--- config.mk ---
export PLATFORM = sky130hd
export DESIGN_NAME = uartRxHub
export DESIGN_NICKNAME = d
export VERILOG_FILES = /design/src/design/uartPkg.sv /design/src/design/hubPkg.sv /design/src/design/uartRxHub.sv /design/src/design/rxFifo.sv /design/src/design/rxCollector.sv /design/src/design/uartRec.sv /design/src/design/baudTickGen.sv
export SDC_FILE = /design/constraint.sdc
export NUM_CORES = 1
export LEC_CHECK = 0
export ABC_AREA = 0
export BUFFER_PORTS_ARGS = -buffer_cell sky130_fd_sc_hd__buf_2
export CORE_MARGIN = 5
export CORE_UTILIZATION = 51
export DETAILED_ROUTE_END_ITERATION = 8
export PLACE_DENSITY = 0.67
export SLEW_MARGIN = 10
export SYNTH_ARGS = -nofsm -noshare
export SYNTH_HDL_FRONTEND = slang
export SYNTH_HIERARCHICAL = 1
export SYNTH_SLANG_ARGS = --single-unit
--- constraint.sdc ---
create_clock -name clk -period 7.2 [get_ports clk]
set_clock_uncertainty 0.2 [all_clocks]
set_input_delay 0.72 -clock clk [delete_from_list [all_inputs] [get_ports clk]]
set_output_delay 0.72 -clock clk [all_outputs]
set_load 0.01 [all_outputs]
--- src/design/uartPkg.sv ---
////////////////////////////////////////////////////////////
// uartPkg
// serial line constants and types shared by the receivers
// and the tick generator
////////////////////////////////////////////////////////////

`default_nettype none

package uartPkg;

	// frame format
	localparam int dataBits = 8;		// bits per frame, LSB first
	localparam int sbTick = 16;			// ticks counted in the stop state (1 stop bit)

	// oversampling
	localparam int overSample = 16;		// ticks per data bit, start waits half
	localparam int tickDivisor = 4;		// clk cycles per tick, so 64 cycles a bit

	typedef logic [dataBits-1:0] rxByte_t;		// received data
	typedef logic [3:0] tickCount_t;			// oversampling counter
	typedef logic [2:0] bitIndex_t;				// data bit counter

	// receiver FSM
	typedef enum logic [1:0]
	{
		idle,		// line high, waiting for a start edge
		start,		// walking to the middle of the start bit
		data,		// shifting in data bits
		stop		// counting out the stop bit
	} rxState_t;

endpackage

`default_nettype wire
--- src/design/hubPkg.sv ---
////////////////////////////////////////////////////////////
// hubPkg
// channel count, receive FIFO sizing and the tagged
// record that travels from collector to FIFO
////////////////////////////////////////////////////////////

`default_nettype none

package hubPkg;

	// channels
	localparam int numChannels = 4;		// serial lines on the hub
	typedef logic [1:0] channel_t;		// channel index

	// receive FIFO
	localparam int fifoDepth = 8;		// records held before overflow
	typedef logic [3:0] fifoCount_t;	// fill level, 0 up to fifoDepth

	// one received byte tagged with its source line, 10 bits
	typedef struct packed
	{
		channel_t channel;				// which line it came in on
		uartPkg::rxByte_t data;			// the byte itself
	} rxRecord_t;

	// host sees {channel, data} at head, channel in the upper bits
	// record layout is fixed by the struct order above
	// and shared by collector, FIFO and top level

endpackage

`default_nettype wire

--- src/design/uartRxHub.sv ---
////////////////////////////////////////////////////////////
// uartRxHub
// four-line serial receive hub, tick and synchronizers,
// one receiver per line, collector and receive FIFO
////////////////////////////////////////////////////////////

`timescale 1ns/1ps
`default_nettype none

module uartRxHub
(
	input  logic clk,
	input  logic reset,
	input  logic [hubPkg::numChannels-1:0] rx,		// serial lines, idle high
	input  logic pop,								// host read strobe
	output hubPkg::rxRecord_t head,					// oldest record
	output logic empty,
	output logic overflow							// a record was lost
);

	logic sTick;										// shared oversampling tick
	logic [hubPkg::numChannels-1:0] rxSync;				// lines after two flops
	logic [hubPkg::numChannels-1:0] doneTick;			// frame done per line
	uartPkg::rxByte_t data [hubPkg::numChannels];		// byte per line
	logic push;
	hubPkg::rxRecord_t pushRecord;

	////////////////////////////////////////////////////////////
	// front end
	baudTickGen i_baudTickGen
	(
		.clk    (clk),
		.reset  (reset),
		.rx     (rx),
		.sTick  (sTick),
		.rxSync (rxSync)
	);

	// one receiver per line
	for (genvar i = 0; i < hubPkg::numChannels; i++)
	begin : recGen
		uartRec i_uartRec
		(
			.clk        (clk),
			.reset      (reset),
			.sTick      (sTick),
			.rx         (rxSync[i]),
			.rxDoneTick (doneTick[i]),
			.dOut       (data[i])
		);
	end

	////////////////////////////////////////////////////////////
	// drain and buffer
	rxCollector i_rxCollector
	(
		.clk        (clk),
		.reset      (reset),
		.doneTick   (doneTick),
		.data       (data),
		.push       (push),
		.pushRecord (pushRecord)
	);

	rxFifo i_rxFifo
	(
		.clk        (clk),
		.reset      (reset),
		.push       (push),
		.pushRecord (pushRecord),
		.pop        (pop),
		.head       (head),
		.empty      (empty),
		.overflow   (overflow)
	);

endmodule

`default_nettype wire

--- src/design/rxFifo.sv ---
////////////////////////////////////////////////////////////
// rxFifo
// circular buffer of tagged receive records with a sticky
// overflow flag for pushes that found it full
////////////////////////////////////////////////////////////

`timescale 1ns/1ps
`default_nettype none

module rxFifo
(
	input  logic clk,
	input  logic reset,
	input  logic push,							// write strobe from collector
	input  hubPkg::rxRecord_t pushRecord,
	input  logic pop,							// host read strobe
	output hubPkg::rxRecord_t head,				// oldest record
	output logic empty,
	output logic overflow						// sticky until reset
);

	hubPkg::rxRecord_t mem [hubPkg::fifoDepth];		// storage
	logic [$clog2(hubPkg::fifoDepth)-1:0] rdPtr, wrPtr;
	hubPkg::fifoCount_t level;						// records held
	logic full;
	logic wrEn, rdEn;								// qualified strobes

	// pointer step with wrap at the depth
	function automatic logic [$clog2(hubPkg::fifoDepth)-1:0] nextPtr
	(
		input logic [$clog2(hubPkg::fifoDepth)-1:0] ptr
	);
		if (ptr == hubPkg::fifoDepth - 1)
			return '0;
		return ptr + 1'b1;
	endfunction

	assign empty = (level == '0);
	assign full = (level == hubPkg::fifoCount_t'(hubPkg::fifoDepth));
	assign rdEn = pop && !empty;				// pop while empty is ignored
	assign wrEn = push && (!full || rdEn);		// full with pop frees a slot
	assign head = mem[rdPtr];

	////////////////////////////////////////////////////////////
	// pointers, level and overflow
	always_ff @(posedge clk or posedge reset)
	begin
		if (reset)
		begin
			rdPtr <= '0;
			wrPtr <= '0;
			level <= '0;
			overflow <= 1'b0;
		end
		else
		begin
			if (wrEn)
				wrPtr <= nextPtr(wrPtr);
			if (rdEn)
				rdPtr <= nextPtr(rdPtr);
			if (wrEn && !rdEn)
				level <= level + 1'b1;
			else if (rdEn && !wrEn)
				level <= level - 1'b1;
			if (push && !wrEn)
				overflow <= 1'b1;		// record dropped
		end
	end

	// storage write
	always_ff @(posedge clk)
	begin
		if (wrEn)
			mem[wrPtr] <= pushRecord;
	end

	levelInRange: assert property (@(posedge clk) disable iff (reset)
		level <= hubPkg::fifoCount_t'(hubPkg::fifoDepth))
		else $error("FIFO level above depth");

endmodule

`default_nettype wire

--- src/design/rxCollector.sv ---
////////////////////////////////////////////////////////////
// rxCollector
// holds one finished byte per channel and forwards one
// tagged record per cycle in round-robin order
////////////////////////////////////////////////////////////

`timescale 1ns/1ps
`default_nettype none

module rxCollector
(
	input  logic clk,
	input  logic reset,
	input  logic [hubPkg::numChannels-1:0] doneTick,		// per-receiver frame done
	input  uartPkg::rxByte_t data [hubPkg::numChannels],	// per-receiver byte
	output logic push,										// record valid this cycle
	output hubPkg::rxRecord_t pushRecord					// channel plus byte
);

	logic [hubPkg::numChannels-1:0] pending;				// slot holds an unsent byte
	uartPkg::rxByte_t pendByte [hubPkg::numChannels];		// captured bytes
	hubPkg::channel_t lastServed;							// round-robin pointer
	hubPkg::channel_t sel;									// channel granted now

	////////////////////////////////////////////////////////////
	// round-robin pick
	// search starts one past the channel served last
	always_comb
	begin : pickNext
		hubPkg::channel_t cand;
		push = 1'b0;
		sel = lastServed;
		cand = lastServed;
		for (int k = 1; k <= hubPkg::numChannels; k++)
		begin
			cand = hubPkg::channel_t'((int'(lastServed) + k) % hubPkg::numChannels);
			if (!push && pending[cand])
			begin
				push = 1'b1;		// first pending one wins
				sel = cand;
			end
		end
	end

	always_comb
	begin
		pushRecord.channel = sel;
		pushRecord.data = pendByte[sel];
	end

	////////////////////////////////////////////////////////////
	// pending flags and pointer
	always_ff @(posedge clk or posedge reset)
	begin
		if (reset)
		begin
			pending <= '0;
			lastServed <= hubPkg::channel_t'(hubPkg::numChannels - 1);	// channel 0 first
		end
		else
		begin
			for (int i = 0; i < hubPkg::numChannels; i++)
			begin
				if (doneTick[i])
					pending[i] <= 1'b1;					// new byte in slot
				else if (push && sel == hubPkg::channel_t'(i))
					pending[i] <= 1'b0;					// handed to the FIFO
			end
			if (push)
				lastServed <= sel;		// advance past the winner
		end
	end

	// byte slots, written on the receiver's done pulse
	always_ff @(posedge clk)
	begin
		for (int i = 0; i < hubPkg::numChannels; i++)
			if (doneTick[i])
				pendByte[i] <= data[i];
	end

	// a frame landing on a full slot means the drain fell behind
	noSlotOverrun: assert property (@(posedge clk) disable iff (reset)
		(doneTick & pending) == '0)
		else $error("doneTick on a channel whose byte is still pending");

endmodule

`default_nettype wire

--- src/design/uartRec.sv ---
////////////////////////////////////////////////////////////
// uartRec
// oversampling receiver for one serial line, 16 ticks per
// bit, data LSB first, stop bit counted but not tested
////////////////////////////////////////////////////////////

`timescale 1ns/1ps
`default_nettype none

module uartRec
(
	input  logic clk,
	input  logic reset,
	input  logic sTick,					// oversampling tick
	input  logic rx,					// synchronized line
	output logic rxDoneTick,			// frame complete, one cycle
	output uartPkg::rxByte_t dOut		// byte of the last frame
);

	uartPkg::rxState_t stateReg, stateNext;		// FSM state
	uartPkg::tickCount_t sReg, sNext;			// ticks within a bit
	uartPkg::bitIndex_t nReg, nNext;			// data bits taken so far
	uartPkg::rxByte_t bReg, bNext;				// shift register

	////////////////////////////////////////////////////////////
	// state registers
	always_ff @(posedge clk or posedge reset)
	begin
		if (reset)
		begin
			stateReg <= uartPkg::idle;
			sReg <= '0;
			nReg <= '0;
		end
		else
		begin
			stateReg <= stateNext;
			sReg <= sNext;
			nReg <= nNext;
		end
	end

	// data shifter, only moves in the data state
	always_ff @(posedge clk)
	begin
		bReg <= bNext;
	end

	////////////////////////////////////////////////////////////
	// next state logic
	always_comb
	begin
		stateNext = stateReg;		// hold by default
		sNext = sReg;
		nNext = nReg;
		bNext = bReg;
		rxDoneTick = 1'b0;

		case (stateReg)
			uartPkg::idle:
				if (!rx)
				begin
					stateNext = uartPkg::start;		// falling edge, frame begins
					sNext = '0;
				end
			uartPkg::start:
				if (sTick)
				begin
					if (sReg == uartPkg::tickCount_t'(uartPkg::overSample / 2 - 1))
					begin
						stateNext = uartPkg::data;	// middle of start bit
						sNext = '0;
						nNext = '0;
					end
					else
						sNext = sReg + 1'b1;
				end
			uartPkg::data:
				if (sTick)
				begin
					if (sReg == uartPkg::tickCount_t'(uartPkg::overSample - 1))
					begin
						sNext = '0;		// middle of the next bit
						bNext = {rx, bReg[uartPkg::dataBits-1:1]};	// LSB arrives first
						if (nReg == uartPkg::bitIndex_t'(uartPkg::dataBits - 1))
							stateNext = uartPkg::stop;		// last data bit in
						else
							nNext = nReg + 1'b1;
					end
					else
						sNext = sReg + 1'b1;
				end
			uartPkg::stop:
				if (sTick)
				begin
					if (sReg == uartPkg::tickCount_t'(uartPkg::sbTick - 1))
					begin
						stateNext = uartPkg::idle;	// line level not checked
						rxDoneTick = 1'b1;			// byte ready in bReg
					end
					else
						sNext = sReg + 1'b1;
				end
			default:
				stateNext = uartPkg::idle;
		endcase
	end

	assign dOut = bReg;		// valid until the next frame shifts

	// done only closes the stop state on a tick, never elsewhere
	doneInStop: assert property (@(posedge clk) disable iff (reset)
		rxDoneTick |-> (stateReg == uartPkg::stop && sTick))
		else $error("rxDoneTick outside the stop state");

	// one pulse per frame for the collector
	doneIsStrobe: assert property (@(posedge clk) disable iff (reset)
		rxDoneTick |=> !rxDoneTick)
		else $error("rxDoneTick high two cycles running");

endmodule

`default_nettype wire

--- src/design/baudTickGen.sv ---
////////////////////////////////////////////////////////////
// baudTickGen
// makes the shared oversampling tick and brings every raw
// rx line into the clock domain
////////////////////////////////////////////////////////////

`timescale 1ns/1ps
`default_nettype none

module baudTickGen
(
	input  logic clk,
	input  logic reset,
	input  logic [hubPkg::numChannels-1:0] rx,			// raw lines, idle high
	output logic sTick,									// one cycle every tickDivisor
	output logic [hubPkg::numChannels-1:0] rxSync		// two flops behind rx
);

	logic [$clog2(uartPkg::tickDivisor)-1:0] divCount;	// cycle counter inside one tick
	logic [hubPkg::numChannels-1:0] rxMeta;				// first synchronizer stage

	////////////////////////////////////////////////////////////
	// tick divider
	always_ff @(posedge clk or posedge reset)
	begin
		if (reset)
		begin
			divCount <= '0;
			sTick <= 1'b0;
		end
		else
		begin
			if (divCount == uartPkg::tickDivisor - 1)
				divCount <= '0;				// wrap
			else
				divCount <= divCount + 1'b1;
			sTick <= (divCount == uartPkg::tickDivisor - 1);	// pulse on the wrap
		end
	end

	////////////////////////////////////////////////////////////
	// line synchronizers
	// both stages come out of reset at the idle level so no
	// receiver sees a false start edge
	always_ff @(posedge clk or posedge reset)
	begin
		if (reset)
		begin
			rxMeta <= '1;
			rxSync <= '1;
		end
		else
		begin
			rxMeta <= rx;		// may go metastable
			rxSync <= rxMeta;	// settled copy for the receivers
		end
	end

	// tick is a single-cycle strobe, receivers count it as one sample
	tickIsStrobe: assert property (@(posedge clk) disable iff (reset) sTick |=> !sTick)
		else $error("sTick high on two consecutive cycles");

endmodule

`default_nettype wire

==> impl_results.rst, run 1 <==
.. list-table::
   :header-rows: 1

   * - Metric
     - Value
   * - Status
     - complete, no violations
   * - Number of buffers created by CTS
     - 22
   * - Post CTS Setup Buffer Count
     - 0
   * - Max-cap violation count
     - 0
   * - Fill count
     - 1374
   * - # resized after CTS
     - 0
   * - Largest vdd supply drop
     - 0.1619 mV
   * - Endpoints failing hold
     - 0
   * - Unrepaired setup endpoints after global routing
     - false
   * - Kind of capture point of the worst setup path
     - primary output
   * - Maximum number of pins on one net before global-route repair
     - 27
   * - Post-route core utilization
     - 57.04%
   * - Synthesized flop and latch total
     - 208
   * - CTS tree
     - yes
   * - Post-synth net total
     - 669
   * - Half-perimeter wire length after detailed placement
     - 10.51 mm
   * - Number of cells in the design after placement
     - about 850
   * - Fin cells
     - a little under 900
   * - Detail Route Antenna Nets
     - 0
   * - Final sum of negative setup slack
     - 0 ns
   * - Maximum fanout encountered on the critical timing path
     - 23
   * - Post-synthesis instance area
     - approximately 9300 µm²
   * - Drt first pass iters
     - 4
   * - CTS H-Tree Depth
     - 1
   * - Total die area
     - 21000 µm²
   * - Wire length of the first global-routing pass
     - between 20 and 30 mm
   * - Via density per instance
     - 5.726
   * - First DRT Iteration DRCs
     - 388
   * - Nature of the critical path startpoint
     - flop
   * - Total of buffers placed on input and output ports
     - 18
   * - Number of hold buffers added after CTS
     - 0
   * - Share of synthesized area occupied by flip-flops and latches
     - ~64%
   * - Placer congestion estimate
     - 0.7944
   * - Number of antenna violations at the first check in global routing
     - 0
   * - Number of enable-type register cells in the synthesized netlist
     - 144
   * - Startpoint-to-endpoint class of the critical path
     - flop to primary output
   * - Overall via count from detail_route
     - 5108
   * - Number of global-route vias before repair
     - 5150
   * - Clock latency on the worst-skew pair
     - 0.49 ns
   * - Average wire length per cell after detail routing
     - 17.61 µm
   * - Required time at the endpoint of the critical path
     - 6.28 ns
   * - Number of rows in the core area
     - 49
   * - Slew margin rel.
     - 24.17%
   * - Worst setup slack after layout
     - 3.596 ns
   * - Aggregate global-route resource usage
     - approximately 15%
   * - Die height
     - 144.9 µm
   * - Final period util
     - 50.05%
   * - Flop-to-flop setup slack
     - 3.90 ns
   * - Bufs on Longest Clock Path
     - 3
   * - Total wirelength of the detailed-routed design
     - 15.71 mm
   * - Count of clock tree sinks
     - roughly 210
   * - Maximum achievable frequency
     - 277.5 MHz
   * - Max-slew violation total from the final report
     - 0
   * - Endpoints failing setup
     - 0
   * - Cell count after synthesis
     - 621
   * - Dominant register cell in the synthesized netlist
     - edfxtp_1
   * - Critical path data arrival time
     - 2.68 ns
   * - Share of layout cells above drive strength 1
     - approximately 17%
   * - Leakage
     - 0.003931 µW
   * - Dpl cell area
     - 9560 µm²
   * - Width of the die
     - 144.9 µm
   * - Count of cell types in the netlist
     - 78
   * - Synthesis-to-layout area growth
     - 10.39%
   * - Yosys warning total
     - 6
   * - Pre-CTS setup slack
     - 3.948 ns
   * - Nets@finish
     - 696
   * - Number of I/O pins
     - 19
   * - Diodes inserted
     - 0
   * - Area inside the core boundary
     - between 15000 and 20000 µm²
   * - Clock period minus final worst setup slack
     - 3.604 ns
   * - Number of remaining DRC errors
     - 0
   * - FFs w/ async S/R, synth
     - a little under a third
   * - Post-route design area
     - 10250 µm²
   * - Final global-route overflow total
     - 0
   * - Pin slew with the least headroom to its limit
     - between 1 and 1.5 ns
   * - Per-instance average area after synthesis
     - between 10 and 15 µm²
   * - Root buf cell
     - clkbuf_16
   * - Class of the tightest hold or removal check
     - input pin to async pin
   * - Effective utilization at floorplan
     - 51.67%
   * - Pwr/cell area
     - approximately 230 nW/µm²
   * - Register clock-pin slew on the reported worst setup and hold paths
     - 0.06 ns
per-layer routing:
layer	track usage, %	routed length, µm	up-vias
met5	0	0	-
met4	4.190	376	0
met3	2.588	586	29
met2	25.12	7912	88
met1	19.48	6836	2551
li1	-	-	2440
sequential cells by signal (all words and copies together) (netlist names):
| signal | cells |
|---|---|
| i_baudTickGen/divCount | 2 |
| i_baudTickGen/rxMeta | 4 |
| i_baudTickGen/rxSync | 4 |
| i_baudTickGen/sTick | 1 |
| i_rxCollector/lastServed | 2 |
| i_rxCollector/pendByte | 32 |
| i_rxCollector/pending | 4 |
| i_rxFifo/level | 4 |
| i_rxFifo/mem | 80 |
| i_rxFifo/overflow | 1 |
| i_rxFifo/rdPtr | 3 |
| i_rxFifo/wrPtr | 3 |
| recGen.i_uartRec/dOut | 32 |
| recGen.i_uartRec/nReg | 12 |
| recGen.i_uartRec/sReg | 16 |
| recGen.i_uartRec/stateReg | 8 |
stage by stage:
stage,total power (µW),hold WS [ns]
floorplan,1302,0.1452
global placement,1308,0.1466
detailed placement,1308,0.1469
CTS,2361,0.04321
global route,2416,0.05267
finish,2333,0.05126
kinds of logic after synthesis:
| logic type | synth area share [%] |
|---|---|
| compound gates | 8.452 |
| xor+xnor | 0.1888 |
| fa+ha+maj | 5.608 |
| buf+inv | 2.804 |
| flops | 63.98 |
| mux | 10.03 |
| simple gates | 8.938 |
cells in the mapped netlist, types with 3 or more instances:
cell,n,area share [%]
edfxtp_1,144,47
dfrtp_1,54,15
ha_1,40,5.4
nand2_1,40,1.6
o21ai_0,33,1.8
inv_1,31,1.3
nor2_1,29,1.2
mux4_1,16,4.5
nand3_1,16,0.86
mux2i_1,15,1.6
mux2_2,13,1.6
nor3_1,12,0.65
nand2b_1,11,0.74
dfstp_2,10,2.8
a21o_1,9,0.73
o21ai_1,9,0.49
a21oi_1,8,0.43
a32oi_1,8,0.75
buf_6,8,0.97
a31oi_1,7,0.47
mux2_4,6,0.97
nand4_1,6,0.40
a22o_1,4,0.38
buf_2,4,0.22
clkbuf_1,4,0.16
mux4_2,4,0.97
o211ai_1,4,0.32
or3_1,4,0.27
and3_1,3,0.20
and3_2,3,0.24
mux2_1,3,0.36
nor2b_1,3,0.20
nor3b_1,3,0.24
o22ai_1,3,0.20
cell usage in the layout (no fill, tap or decap), drive strengths merged, types with 3 or more instances in the layout:
| cell type | n |
|---|---|
| a32oi | 8 |
| nand2b | 11 |
| nor3 | 14 |
| edfxtp | 144 |
| or3 | 5 |
| nand4 | 7 |
| a31oi | 8 |
| clkinv | 11 |
| mux2i | 15 |
| mux2 | 22 |
| o211ai | 4 |
| o22ai | 3 |
| nor2 | 29 |
| mux4 | 20 |
| dfstp | 10 |
| ha | 40 |
| a21oi | 8 |
| nor2b | 4 |
| inv | 31 |
| o21a | 3 |
| nand3 | 17 |
| buf | 22 |
| clkbuf | 25 |
| a21o | 9 |
| a22o | 4 |
| nor3b | 4 |
| dfrtp | 54 |
| nand2 | 40 |
| o21ai | 45 |
| and3 | 7 |
report_power, final:
part | total [µW] | switching (µW) | internal [µW]
Clock | 1050 | 434 | 616
Combinational | 9.89 | 8.35 | 1.54
Sequential | 1270 | 1.01 | 1270
area by class of cell:
type                       instances  area (µm²)  area share, %
timing repair buffer              22       120.1          1.172
clock buffer                      25       583.1          5.691
inverter                          31       116.4          1.136
clock inverter                    14       98.84         0.9647
tap                              229       286.5          2.796
multi-input combinational        363        3103          30.28
sequential                       208        5938          57.96
final timing paths:
check / cells past startpoint / startpoint / end
max: 3 / i_rxFifo/rdPtr[0]$_DFFE_PP0P_ / head[1]
min: 2 / reset / i_rxCollector/pending[3]$_DFFE_PP0P_
max reg2reg: 10 / i_rxCollector/pending[3]$_DFFE_PP0P_ / i_rxFifo/level[3]$_DFFE_PP0P_
min reg2reg: 0 / i_baudTickGen/rxMeta[1]$_DFF_PP1_ / i_baudTickGen/rxSync[1]$_DFF_PP1_
max in group asynchronous: 2 / reset / i_rxFifo/wrPtr[0]$_DFFE_PP0P_
min in group clk: 1 / rx[0] / i_baudTickGen/rxMeta[0]$_DFF_PP1_
critical path, cell delays in order (launching register included):
cell,delay [ns]
dfrtp_1,1.09
mux4_1,0.66
mux2_2,0.28
buf_2,0.14
Note: power is estimated with default switching activity, not from simulation.
==> run 2, diff against run 1 <==
Settings changed: ABC_AREA 0 to 1.
Clock period 7.2 ns to 3.45 ns, I/O delays scaled along.
==> run 2 against run 1 <==
Global-route usage rose by 1.5 points. Sequential cell count stayed put. First-iteration DRC count is 20% lower.
==> impl_results.rst, run 2 <==
.. list-table::
   :header-rows: 1

   * - Metric
     - Value
   * - Status
     - complete, no violations
   * - Post-synthesis instance area
     - 10090 µm² (+8.7%)
   * - Startpoint-to-endpoint class of the critical path
     - flop to flop
   * - Effective utilization at floorplan
     - 51.86% (+0.19 points)
   * - Max-cap violation count
     - 0 (unchanged)
   * - Per-instance average area after synthesis
     - 9.460 µm² (-37%)
   * - Total die area
     - 22700 µm² (+8.1%)
   * - Final sum of negative setup slack
     - 0 ns (unchanged)
   * - Bufs on Longest Clock Path
     - 3 (unchanged)
   * - CTS H-Tree Depth
     - 1 (unchanged)
   * - Synthesis-to-layout area growth
     - 11.03%
   * - Number of enable-type register cells in the synthesized netlist
     - 144 (unchanged)
   * - Cell count after synthesis
     - 1067 (+72%)
   * - Final period util
     - 90.12%
   * - Largest vdd supply drop
     - 0.5595 mV (+250%)
   * - Yosys warning total
     - 6 (unchanged)
   * - Slew margin rel.
     - 31.11% (+6.9 points)
   * - Number of hold buffers added after CTS
     - 6 (+6)
   * - Register clock-pin slew on the reported worst setup and hold paths
     - 0.06 ns (about the same)
   * - Buffer and inverter count on the worst path
     - 5 (+4)
   * - Post-route core utilization
     - 57.58% (+0.54 points)
   * - Dominant register cell in the synthesized netlist
     - edfxtp_1
   * - CP top delay family
     - simple AND/OR/NAND/NOR gates
   * - Number of I/O pins
     - 19 (unchanged)
   * - Commonest non-fill, non-tap cell in the layout
     - nand2_1
   * - Detail Route Antenna Nets
     - 0 (unchanged)
   * - Post-route design area
     - 11210 µm² (+9.4%)
   * - Total of buffers placed on input and output ports
     - 18 (unchanged)
   * - Number of global-route vias before repair
     - 6289 (+22%)
   * - Aggregate global-route resource usage
     - 16.24% (+1.5 points)
   * - Width of the die
     - 150.7 µm (+4.0%)
   * - Pwr/cell area
     - 437.6 nW/µm² (+92%)
   * - Clk pwr share
     - 45.3% (+0.3 points)
   * - Fill count
     - 1641 (+19%)
   * - Pin slew with the least headroom to its limit
     - 1.030 ns (-0.1079 ns)
   * - Cell internal pwr
     - 3976 µW (+110%)
   * - CTS tree
     - yes
   * - Share of synthesized area occupied by flip-flops and latches
     - 58.83% (-5.1 points)
   * - Number of cells on the worst hold path
     - 0
   * - Placer congestion estimate
     - 0.8121 (+2.2%)
   * - Total wirelength of the detailed-routed design
     - 17.57 mm (+12%)
   * - Half-perimeter wire length after detailed placement
     - 12.13 mm (+15%)
   * - Reg power frac
     - 54.2% (-0.4 points)
   * - # resized after CTS
     - 0 (unchanged)
   * - Length in cells of the worst reg-to-reg path
     - 19 (+9)
   * - Start point of the worst min-delay path
     - i_baudTickGen/rxMeta[1]$_DFF_PP1_
   * - Average wire length per cell after detail routing
     - 12.63 µm (-28%)
   * - Endpoints failing setup
     - 0 (unchanged)
   * - Fin cells
     - 1391 (+56%)
   * - Net switching share of the total power
     - 18.91% (-0.087 points)
   * - Area inside the core boundary
     - 19460 µm² (+8.3%)
   * - Maximum fanout encountered on the critical timing path
     - 10 (-57%)
   * - Proportion of netlist area held by the largest area contributor
     - 42.84% (-3.7 points)
   * - Comb power frac
     - 0.5% (about the same)
   * - Wire length of the first global-routing pass
     - 30.08 mm (+16%)
   * - Worst reg2reg endpoint
     - i_rxFifo/level[3]$_DFFE_PP0P_
   * - Top reg by flops
     - i_rxFifo/mem
   * - Maximum achievable frequency
     - 321.6 MHz
   * - Max-slew violation total from the final report
     - 0 (unchanged)
   * - Via density per instance
     - 4.769 (-17%)
   * - Synthesized flop and latch total
     - 208 (unchanged)
   * - Drt first pass iters
     - 5 (+1)
   * - Overall via count from detail_route
     - 6634 (+30%)
   * - Root buf cell
     - clkbuf_16
   * - Share of layout cells above drive strength 1
     - 12.88% (-4.5 points)
   * - End point of the most critical hold path
     - i_baudTickGen/rxSync[1]$_DFF_PP1_
   * - Largest stage delay, worst path
     - 0.67 ns (-0.42 ns)
   * - Nature of the critical path startpoint
     - flop
   * - Cell type with the largest total area after synthesis
     - edfxtp_1
   * - Number of cells in the design after placement
     - 1344 (+58%)
   * - Clock latency on the worst-skew pair
     - 0.49 ns (about the same)
   * - Nets@finish
     - 1158 (+66%)
   * - Flop-to-flop setup slack
     - 0.34 ns (-3.56 ns)
   * - Most frequent cells in the layout
     - nand2_1, edfxtp_1, inv_1
   * - Worst hold-check slack
     - 0.1520 ns (+0.1008 ns)
   * - Final global-route overflow total
     - 0 (unchanged)
   * - Most frequently used cell type in the post-synthesis netlist
     - nand2_1
   * - Leakage
     - 0.005024 µW (+28%)
   * - Count of clock tree sinks
     - 208 (unchanged)
   * - Class of the tightest hold or removal check
     - flop to flop
   * - Startpoint of the most critical register-to-register path
     - i_rxCollector/lastServed[0]$_DFFE_PP1P_
   * - Cell with the most instances on the worst path
     - nand2_1
   * - Endpoints failing hold
     - 0 (unchanged)
   * - Number of buffers created by CTS
     - 23 (+4.5%)
   * - Crit-path slowest cell
     - dfstp_2
   * - Critical path data arrival time
     - 3.29 ns (+0.61 ns)
   * - Diodes inserted
     - 0 (unchanged)
   * - Count of cell types in the netlist
     - 42 (-46%)
   * - Net Switching
     - 927.4 µW (+110%)
   * - First DRT Iteration DRCs
     - 312 (-20%)
   * - Leading cell types by total area after synthesis
     - edfxtp_1, nand2_1, dfrtp_1, ha_1, inv_1
   * - Post-synth net total
     - 1115 (+67%)
   * - Flip-flop count of the largest register after layout
     - 80 (unchanged)
   * - Clock period minus final worst setup slack
     - 3.109 ns
   * - Number of remaining DRC errors
     - 0 (unchanged)
   * - FFs w/ async S/R, synth
     - 30.77% (unchanged)
   * - Kind of capture point of the worst setup path
     - flop
   * - Die height
     - 150.7 µm (+4.0%)
   * - Number of antenna violations at the first check in global routing
     - 0 (unchanged)
   * - Unrepaired setup endpoints after global routing
     - false
   * - Leading cell types by count after synthesis
     - nand2_1, edfxtp_1, inv_1, nor2_1, dfrtp_1
   * - Cell-by-cell listing of the critical path
     - inv_6 -> nand2_1 -> nand2_1 -> nand2_4 -> nand2_4 -> inv_4 -> nand2_1 -> nor3_1 -> inv_1 -> nand2_1 -> inv_1 -> ha_1 -> inv_1 -> ha_1 -> or2_2 -> nand2_1 -> nand2_1 -> nand3_1 -> nand2_1
   * - Number of rows in the core area
     - 51 (+4.1%)
   * - Dpl cell area
     - 10460 µm² (+9.4%)
   * - Maximum number of pins on one net before global-route repair
     - 52 (+93%)
   * - Required time at the endpoint of the critical path
     - 3.63 ns (-2.65 ns)
   * - Post CTS Setup Buffer Count
     - 0 (unchanged)
==> run 2: per-stage QoR <==
step / setup WS (ns) / power [µW]
after global placement: 0.3707 / 2729
after floorplan: 0.4820 / 2718
after detailed placement: 0.3277 / 2730
after CTS: 0.3136 / 4973
final: 0.3407 / 4904
after global routing: 0.02200 / 5095
==> run 2: cell type report <==
class | instances | area (µm²) | area share, %
Sequential cell | 208 | 5939 | 53.00
Clock buffer | 28 | 604.3 | 5.392
Multi-Input combinational cell | 711 | 3505 | 31.27
Clock inverter | 13 | 87.58 | 0.7815
Inverter | 129 | 491.7 | 4.388
Timing Repair Buffer | 37 | 247.7 | 2.211
Tap cell | 265 | 331.6 | 2.959
==> run 2: worst max-delay path by stage <==
stage                                             from                             to  cells after the start  slack, ns
2_1_floorplan  i_rxCollector/lastServed[0]$_DFFE_PP1P_  i_rxFifo/level[3]$_DFFE_PP0P_                     20       0.48
3_3_place_gp   i_rxCollector/lastServed[0]$_DFFE_PP1P_  i_rxFifo/level[3]$_DFFE_PP0P_                     19       0.37
3_5_place_dp   i_rxCollector/lastServed[0]$_DFFE_PP1P_  i_rxFifo/level[3]$_DFFE_PP0P_                     19       0.33
4_1_cts        i_rxCollector/lastServed[0]$_DFFE_PP1P_  i_rxFifo/level[3]$_DFFE_PP0P_                     19       0.31
5_1_grt        i_rxCollector/lastServed[0]$_DFFE_PP1P_  i_rxFifo/level[3]$_DFFE_PP0P_                     19       0.02
6_report       i_rxCollector/lastServed[0]$_DFFE_PP1P_  i_rxFifo/level[3]$_DFFE_PP0P_                     19       0.34
==> run 2: layer usage <==
layer / vias to the layer above / GRT usage [%] / part of all wire, % / wire (µm)
met4: 0 / 4.034 / 1.8 / 308
met1: 3034 / 22.28 / 47 / 8215
met2: 93 / 27.47 / 48 / 8414
met5: - / 0 / 0 / 0
met3: 26 / 2.348 / 3.6 / 635
li1: 3481 / - / - / -
==> run 2: cells by family (layout without fill, tap and decap cells) <==
kind of cell / after synthesis / after routing / synth area share, %
simple gates: 634 / 634 / 27.48
flops: 208 / 208 / 58.83
buf+inv: 148 / 207 / 6.446
fa+ha+maj: 41 / 41 / 5.157
compound gates: 33 / 33 / 1.822
xor+xnor: 3 / 3 / 0.2604
==> run 2: power by group through the flow <==
| stage | registers, µW | clock network (µW) | logic [µW] |
|---|---|---|---|
| after floorplan | 2710 | 0 | 11.8 |
| after global placement | 2710 | 0 | 22.0 |
| after detailed placement | 2710 | 0 | 22.0 |
| after CTS | 2660 | 2290 | 27.3 |
| after global routing | 2660 | 2410 | 31.1 |
| final | 2660 | 2220 | 26.0 |
==> run 2: worst register-to-register path, delay by kind of cell, from the launching register on <==
kind                       cells  cell delay [ns]
DFF                            1             0.67
and+or+nand+nor               12             1.21
buffers and inverters          5             0.44
adders and majority gates      2             0.48
==> run 3, diff against run 2 <==
Settings changed: CORE_UTILIZATION 51 to 53, PLACE_DENSITY 0.67 to 0.69.
==> run 3 against run 2 <==
Global-route usage is 0.80 points higher. Total power is 1.5% higher. First-iteration DRC count is 39% higher. Sequential cell count stayed put. Sequential share of layout area is 0.071 points higher. Critical path depth stayed put. Clock power is 3% higher. Routed wire length is 2.7% higher. Final area is 0.13% lower. Highest routed layer unchanged.
==> impl_results.rst, run 3 (synthesis gave the netlist of run 2 again) <==
.. list-table::
   :header-rows: 1

   * - Metric
     - Value
   * - Status
     - complete, no violations
   * - Maximum achievable frequency
     - 320.4 MHz (-0.38%)
   * - Total of buffers placed on input and output ports
     - 18 (unchanged)
   * - CTS H-Tree Depth
     - 1 (unchanged)
   * - First DRT Iteration DRCs
     - 434 (+39%)
   * - Fin cells
     - 1359 (-2.3%)
   * - Diodes inserted
     - 0 (unchanged)
   * - Width of the die
     - 148 µm (-1.8%)
   * - Number of buffers created by CTS
     - 23 (unchanged)
   * - Kind of capture point of the worst setup path
     - flop
   * - Number of cells in the design after placement
     - 1312 (-2.4%)
   * - Critical path data arrival time
     - 3.31 ns (+0.02 ns)
   * - Reg power frac
     - 53.4% (-0.8 points)
   * - Pin slew with the least headroom to its limit
     - 1.067 ns (+0.03709 ns)
   * - Bufs on Longest Clock Path
     - 3 (unchanged)
   * - Maximum fanout encountered on the critical timing path
     - 10 (unchanged)
   * - Clock latency on the worst-skew pair
     - 0.51 ns (+0.02 ns)
   * - Pwr/cell area
     - 444.8 nW/µm² (+1.7%)
   * - Leakage
     - 0.005043 µW (+0.38%)
   * - Clk pwr share
     - 46.1% (+0.8 points)
   * - Wire length of the first global-routing pass
     - 30.80 mm (+2.4%)
   * - Top reg by flops
     - i_rxFifo/mem
   * - Flop-to-flop setup slack
     - 0.33 ns (about the same)
   * - Unrepaired setup endpoints after global routing
     - false
   * - Register clock-pin slew on the reported worst setup and hold paths
     - 0.06 ns (about the same)
   * - Area inside the core boundary
     - 18710 µm² (-3.9%)
   * - Average wire length per cell after detail routing
     - 13.29 µm (+5.2%)
   * - Net Switching
     - 944.9 µW (+1.9%)
   * - Count of clock tree sinks
     - 208 (unchanged)
   * - CTS tree
     - yes
   * - Final period util
     - 90.47% (+0.35 points)
   * - Cell internal pwr
     - 4033 µW (+1.4%)
   * - Number of global-route vias before repair
     - 6585 (+4.7%)
   * - Total die area
     - 21900 µm² (-3.5%)
   * - Number of remaining DRC errors
     - 0 (unchanged)
   * - Overall via count from detail_route
     - 6708 (+1.1%)
   * - Required time at the endpoint of the critical path
     - 3.64 ns (about the same)
   * - Final sum of negative setup slack
     - 0 ns (unchanged)
   * - Max-slew violation total from the final report
     - 0 (unchanged)
   * - Die height
     - 148 µm (-1.8%)
   * - Placer congestion estimate
     - 0.7913 (-2.6%)
   * - Class of the tightest hold or removal check
     - flop to flop
   * - Aggregate global-route resource usage
     - 17.04% (+0.80 points)
   * - CP top delay family
     - simple AND/OR/NAND/NOR gates
   * - Drt first pass iters
     - 4 (-1)
   * - Flip-flop count of the largest register after layout
     - 80 (unchanged)
   * - Number of rows in the core area
     - 50 (-2.0%)
   * - Largest stage delay, worst path
     - 0.67 ns (about the same)
   * - Comb power frac
     - 0.5% (about the same)
   * - Via density per instance
     - 4.936 (+3.5%)
   * - Nature of the critical path startpoint
     - flop
   * - Number of antenna violations at the first check in global routing
     - 0 (unchanged)
   * - Effective utilization at floorplan
     - 53.96% (+2.1 points)
   * - Nets@finish
     - 1157 (-0.086%)
   * - Max-cap violation count
     - 0 (unchanged)
   * - Largest vdd supply drop
     - 0.4511 mV (-19%)
   * - Endpoints failing setup
     - 0 (unchanged)
   * - Net switching share of the total power
     - 18.98% (+0.068 points)
   * - Root buf cell
     - clkbuf_16
   * - Endpoints failing hold
     - 0 (unchanged)
   * - Clock period minus final worst setup slack
     - 3.121 ns (+0.01196 ns)
   * - Commonest non-fill, non-tap cell in the layout
     - nand2_1
   * - Maximum number of pins on one net before global-route repair
     - 44 (-15%)
   * - Most frequent cells in the layout
     - nand2_1, edfxtp_1, inv_1
   * - Slew margin rel.
     - 28.62% (-2.5 points)
   * - Post CTS Setup Buffer Count
     - 0 (unchanged)
   * - Startpoint-to-endpoint class of the critical path
     - flop to flop
   * - Detail Route Antenna Nets
     - 0 (unchanged)
   * - Cell-by-cell listing of the critical path
     - inv_6 -> nand2_1 -> nand2_1 -> nand2_4 -> nand2_4 -> inv_4 -> nand2_1 -> nor3_1 -> inv_1 -> nand2_1 -> inv_1 -> ha_1 -> inv_1 -> ha_1 -> or2_2 -> nand2_1 -> nand2_1 -> nand3_1 -> nand2_1
   * - Share of layout cells above drive strength 1
     - 13.07% (+0.19 points)
   * - Total wirelength of the detailed-routed design
     - 18.06 mm (+2.7%)
   * - Final global-route overflow total
     - 0 (unchanged)
   * - Buffer and inverter count on the worst path
     - 5 (unchanged)
   * - Cell with the most instances on the worst path
     - nand2_1
   * - Number of I/O pins
     - 19 (unchanged)
   * - Synthesis-to-layout area growth
     - 10.88%
   * - Crit-path slowest cell
     - dfstp_2
   * - Half-perimeter wire length after detailed placement
     - 12.34 mm (+1.7%)
   * - Fill count
     - 1561 (-4.9%)
run 3: cell count changes in the layout (fill, tap and decap cells not counted):
cell and change:
clkinv_1 -3, inv_6 +1, clkinv_2 +4, clkinvlp_4 -2, bufinv_16 +1, buf_12 +1, buf_4 -2, clkbuf_8 -1
run 3: worst reg2reg max path: stages, from the launching register on:
cell and delay [ns]:
dfstp_2 0.67, inv_6 0.08, nand2_1 0.07, nand2_1 0.09, nand2_4 0.10, nand2_4 0.09
inv_4 0.08, nand2_1 0.04, nor3_1 0.19, inv_1 0.09, nand2_1 0.09, inv_1 0.07
ha_1 0.21, inv_1 0.14, ha_1 0.27, or2_2 0.31, nand2_1 0.08, nand2_1 0.05
nand3_1 0.06, nand2_1 0.05
run 3: path summary, 6_finish.rpt:
kind / startpoint / endpoint / cells after the start
setup / recovery: i_rxCollector/lastServed[0]$_DFFE_PP1P_ / i_rxFifo/level[3]$_DFFE_PP0P_ / 19
hold / removal: i_baudTickGen/rxMeta[0]$_DFF_PP1_ / i_baudTickGen/rxSync[0]$_DFF_PP1_ / 0
setup reg to reg: i_rxCollector/lastServed[0]$_DFFE_PP1P_ / i_rxFifo/level[3]$_DFFE_PP0P_ / 19
hold reg to reg: i_baudTickGen/rxMeta[0]$_DFF_PP1_ / i_baudTickGen/rxSync[0]$_DFF_PP1_ / 0
max in group asynchronous: reset / i_rxFifo/rdPtr[0]$_DFFE_PP0P_ / 3
min in group asynchronous: reset / i_rxCollector/pending[0]$_DFFE_PP0P_ / 3
run 3: repair_timing:
item | in CTS | in global routing
hold endpoints to repair | 62 | 0
hold buffers | 6 | 0
gates resized for setup | 0 | 0
run 3: per-layer routing:
| metal | share of wire (%) | vias to the layer above | track usage (%) |
|---|---|---|---|
| met5 | 0 | - | 0 |
| met4 | 2.0 | 0 | 4.804 |
| met3 | 4.4 | 26 | 2.820 |
| met2 | 50 | 99 | 29.87 |
| met1 | 44 | 3113 | 21.98 |
| li1 | - | 3470 | - |
run 3: stage by stage:
stage / power (µW) / utilization [%] / cell area, µm² / hold slack, ns / setup WS (ns)
detailed placement: 2730 / 55.71 / 10420 / 0.1478 / 0.3101
CTS: 5043 / 59.83 / 11190 / 0.1517 / 0.3057
global route: 5156 / 59.83 / 11190 / 0.1545 / 0.05111
finish: 4978 / 59.83 / 11190 / 0.1511 / 0.3287
floorplan: 2718 / - / 10090 / -0.06549 / 0.4820
global placement: 2730 / 55.71 / 10420 / 0.1464 / 0.3805
run 3: area by class of cell:
type | instances | area (µm²) | area share [%]
Timing Repair Buffer | 36 | 252.7 | 2.258
Clock buffer | 27 | 590.6 | 5.277
Clock inverter | 14 | 120.1 | 1.073
Inverter | 129 | 491.7 | 4.394
Sequential cell | 208 | 5939 | 53.07
Multi-Input combinational cell | 711 | 3505 | 31.31
Tap cell | 234 | 292.8 | 2.616
run 3: power groups by stage:
stage	clock, µW	sequential (µW)	combinational (µW)
3_3_place_gp	0	2710	22.3
3_5_place_dp	0	2710	22.3
5_1_grt	2470	2660	31.0
4_1_cts	2360	2660	27.4
6_report	2290	2660	26.5
2_1_floorplan	0	2710	11.8
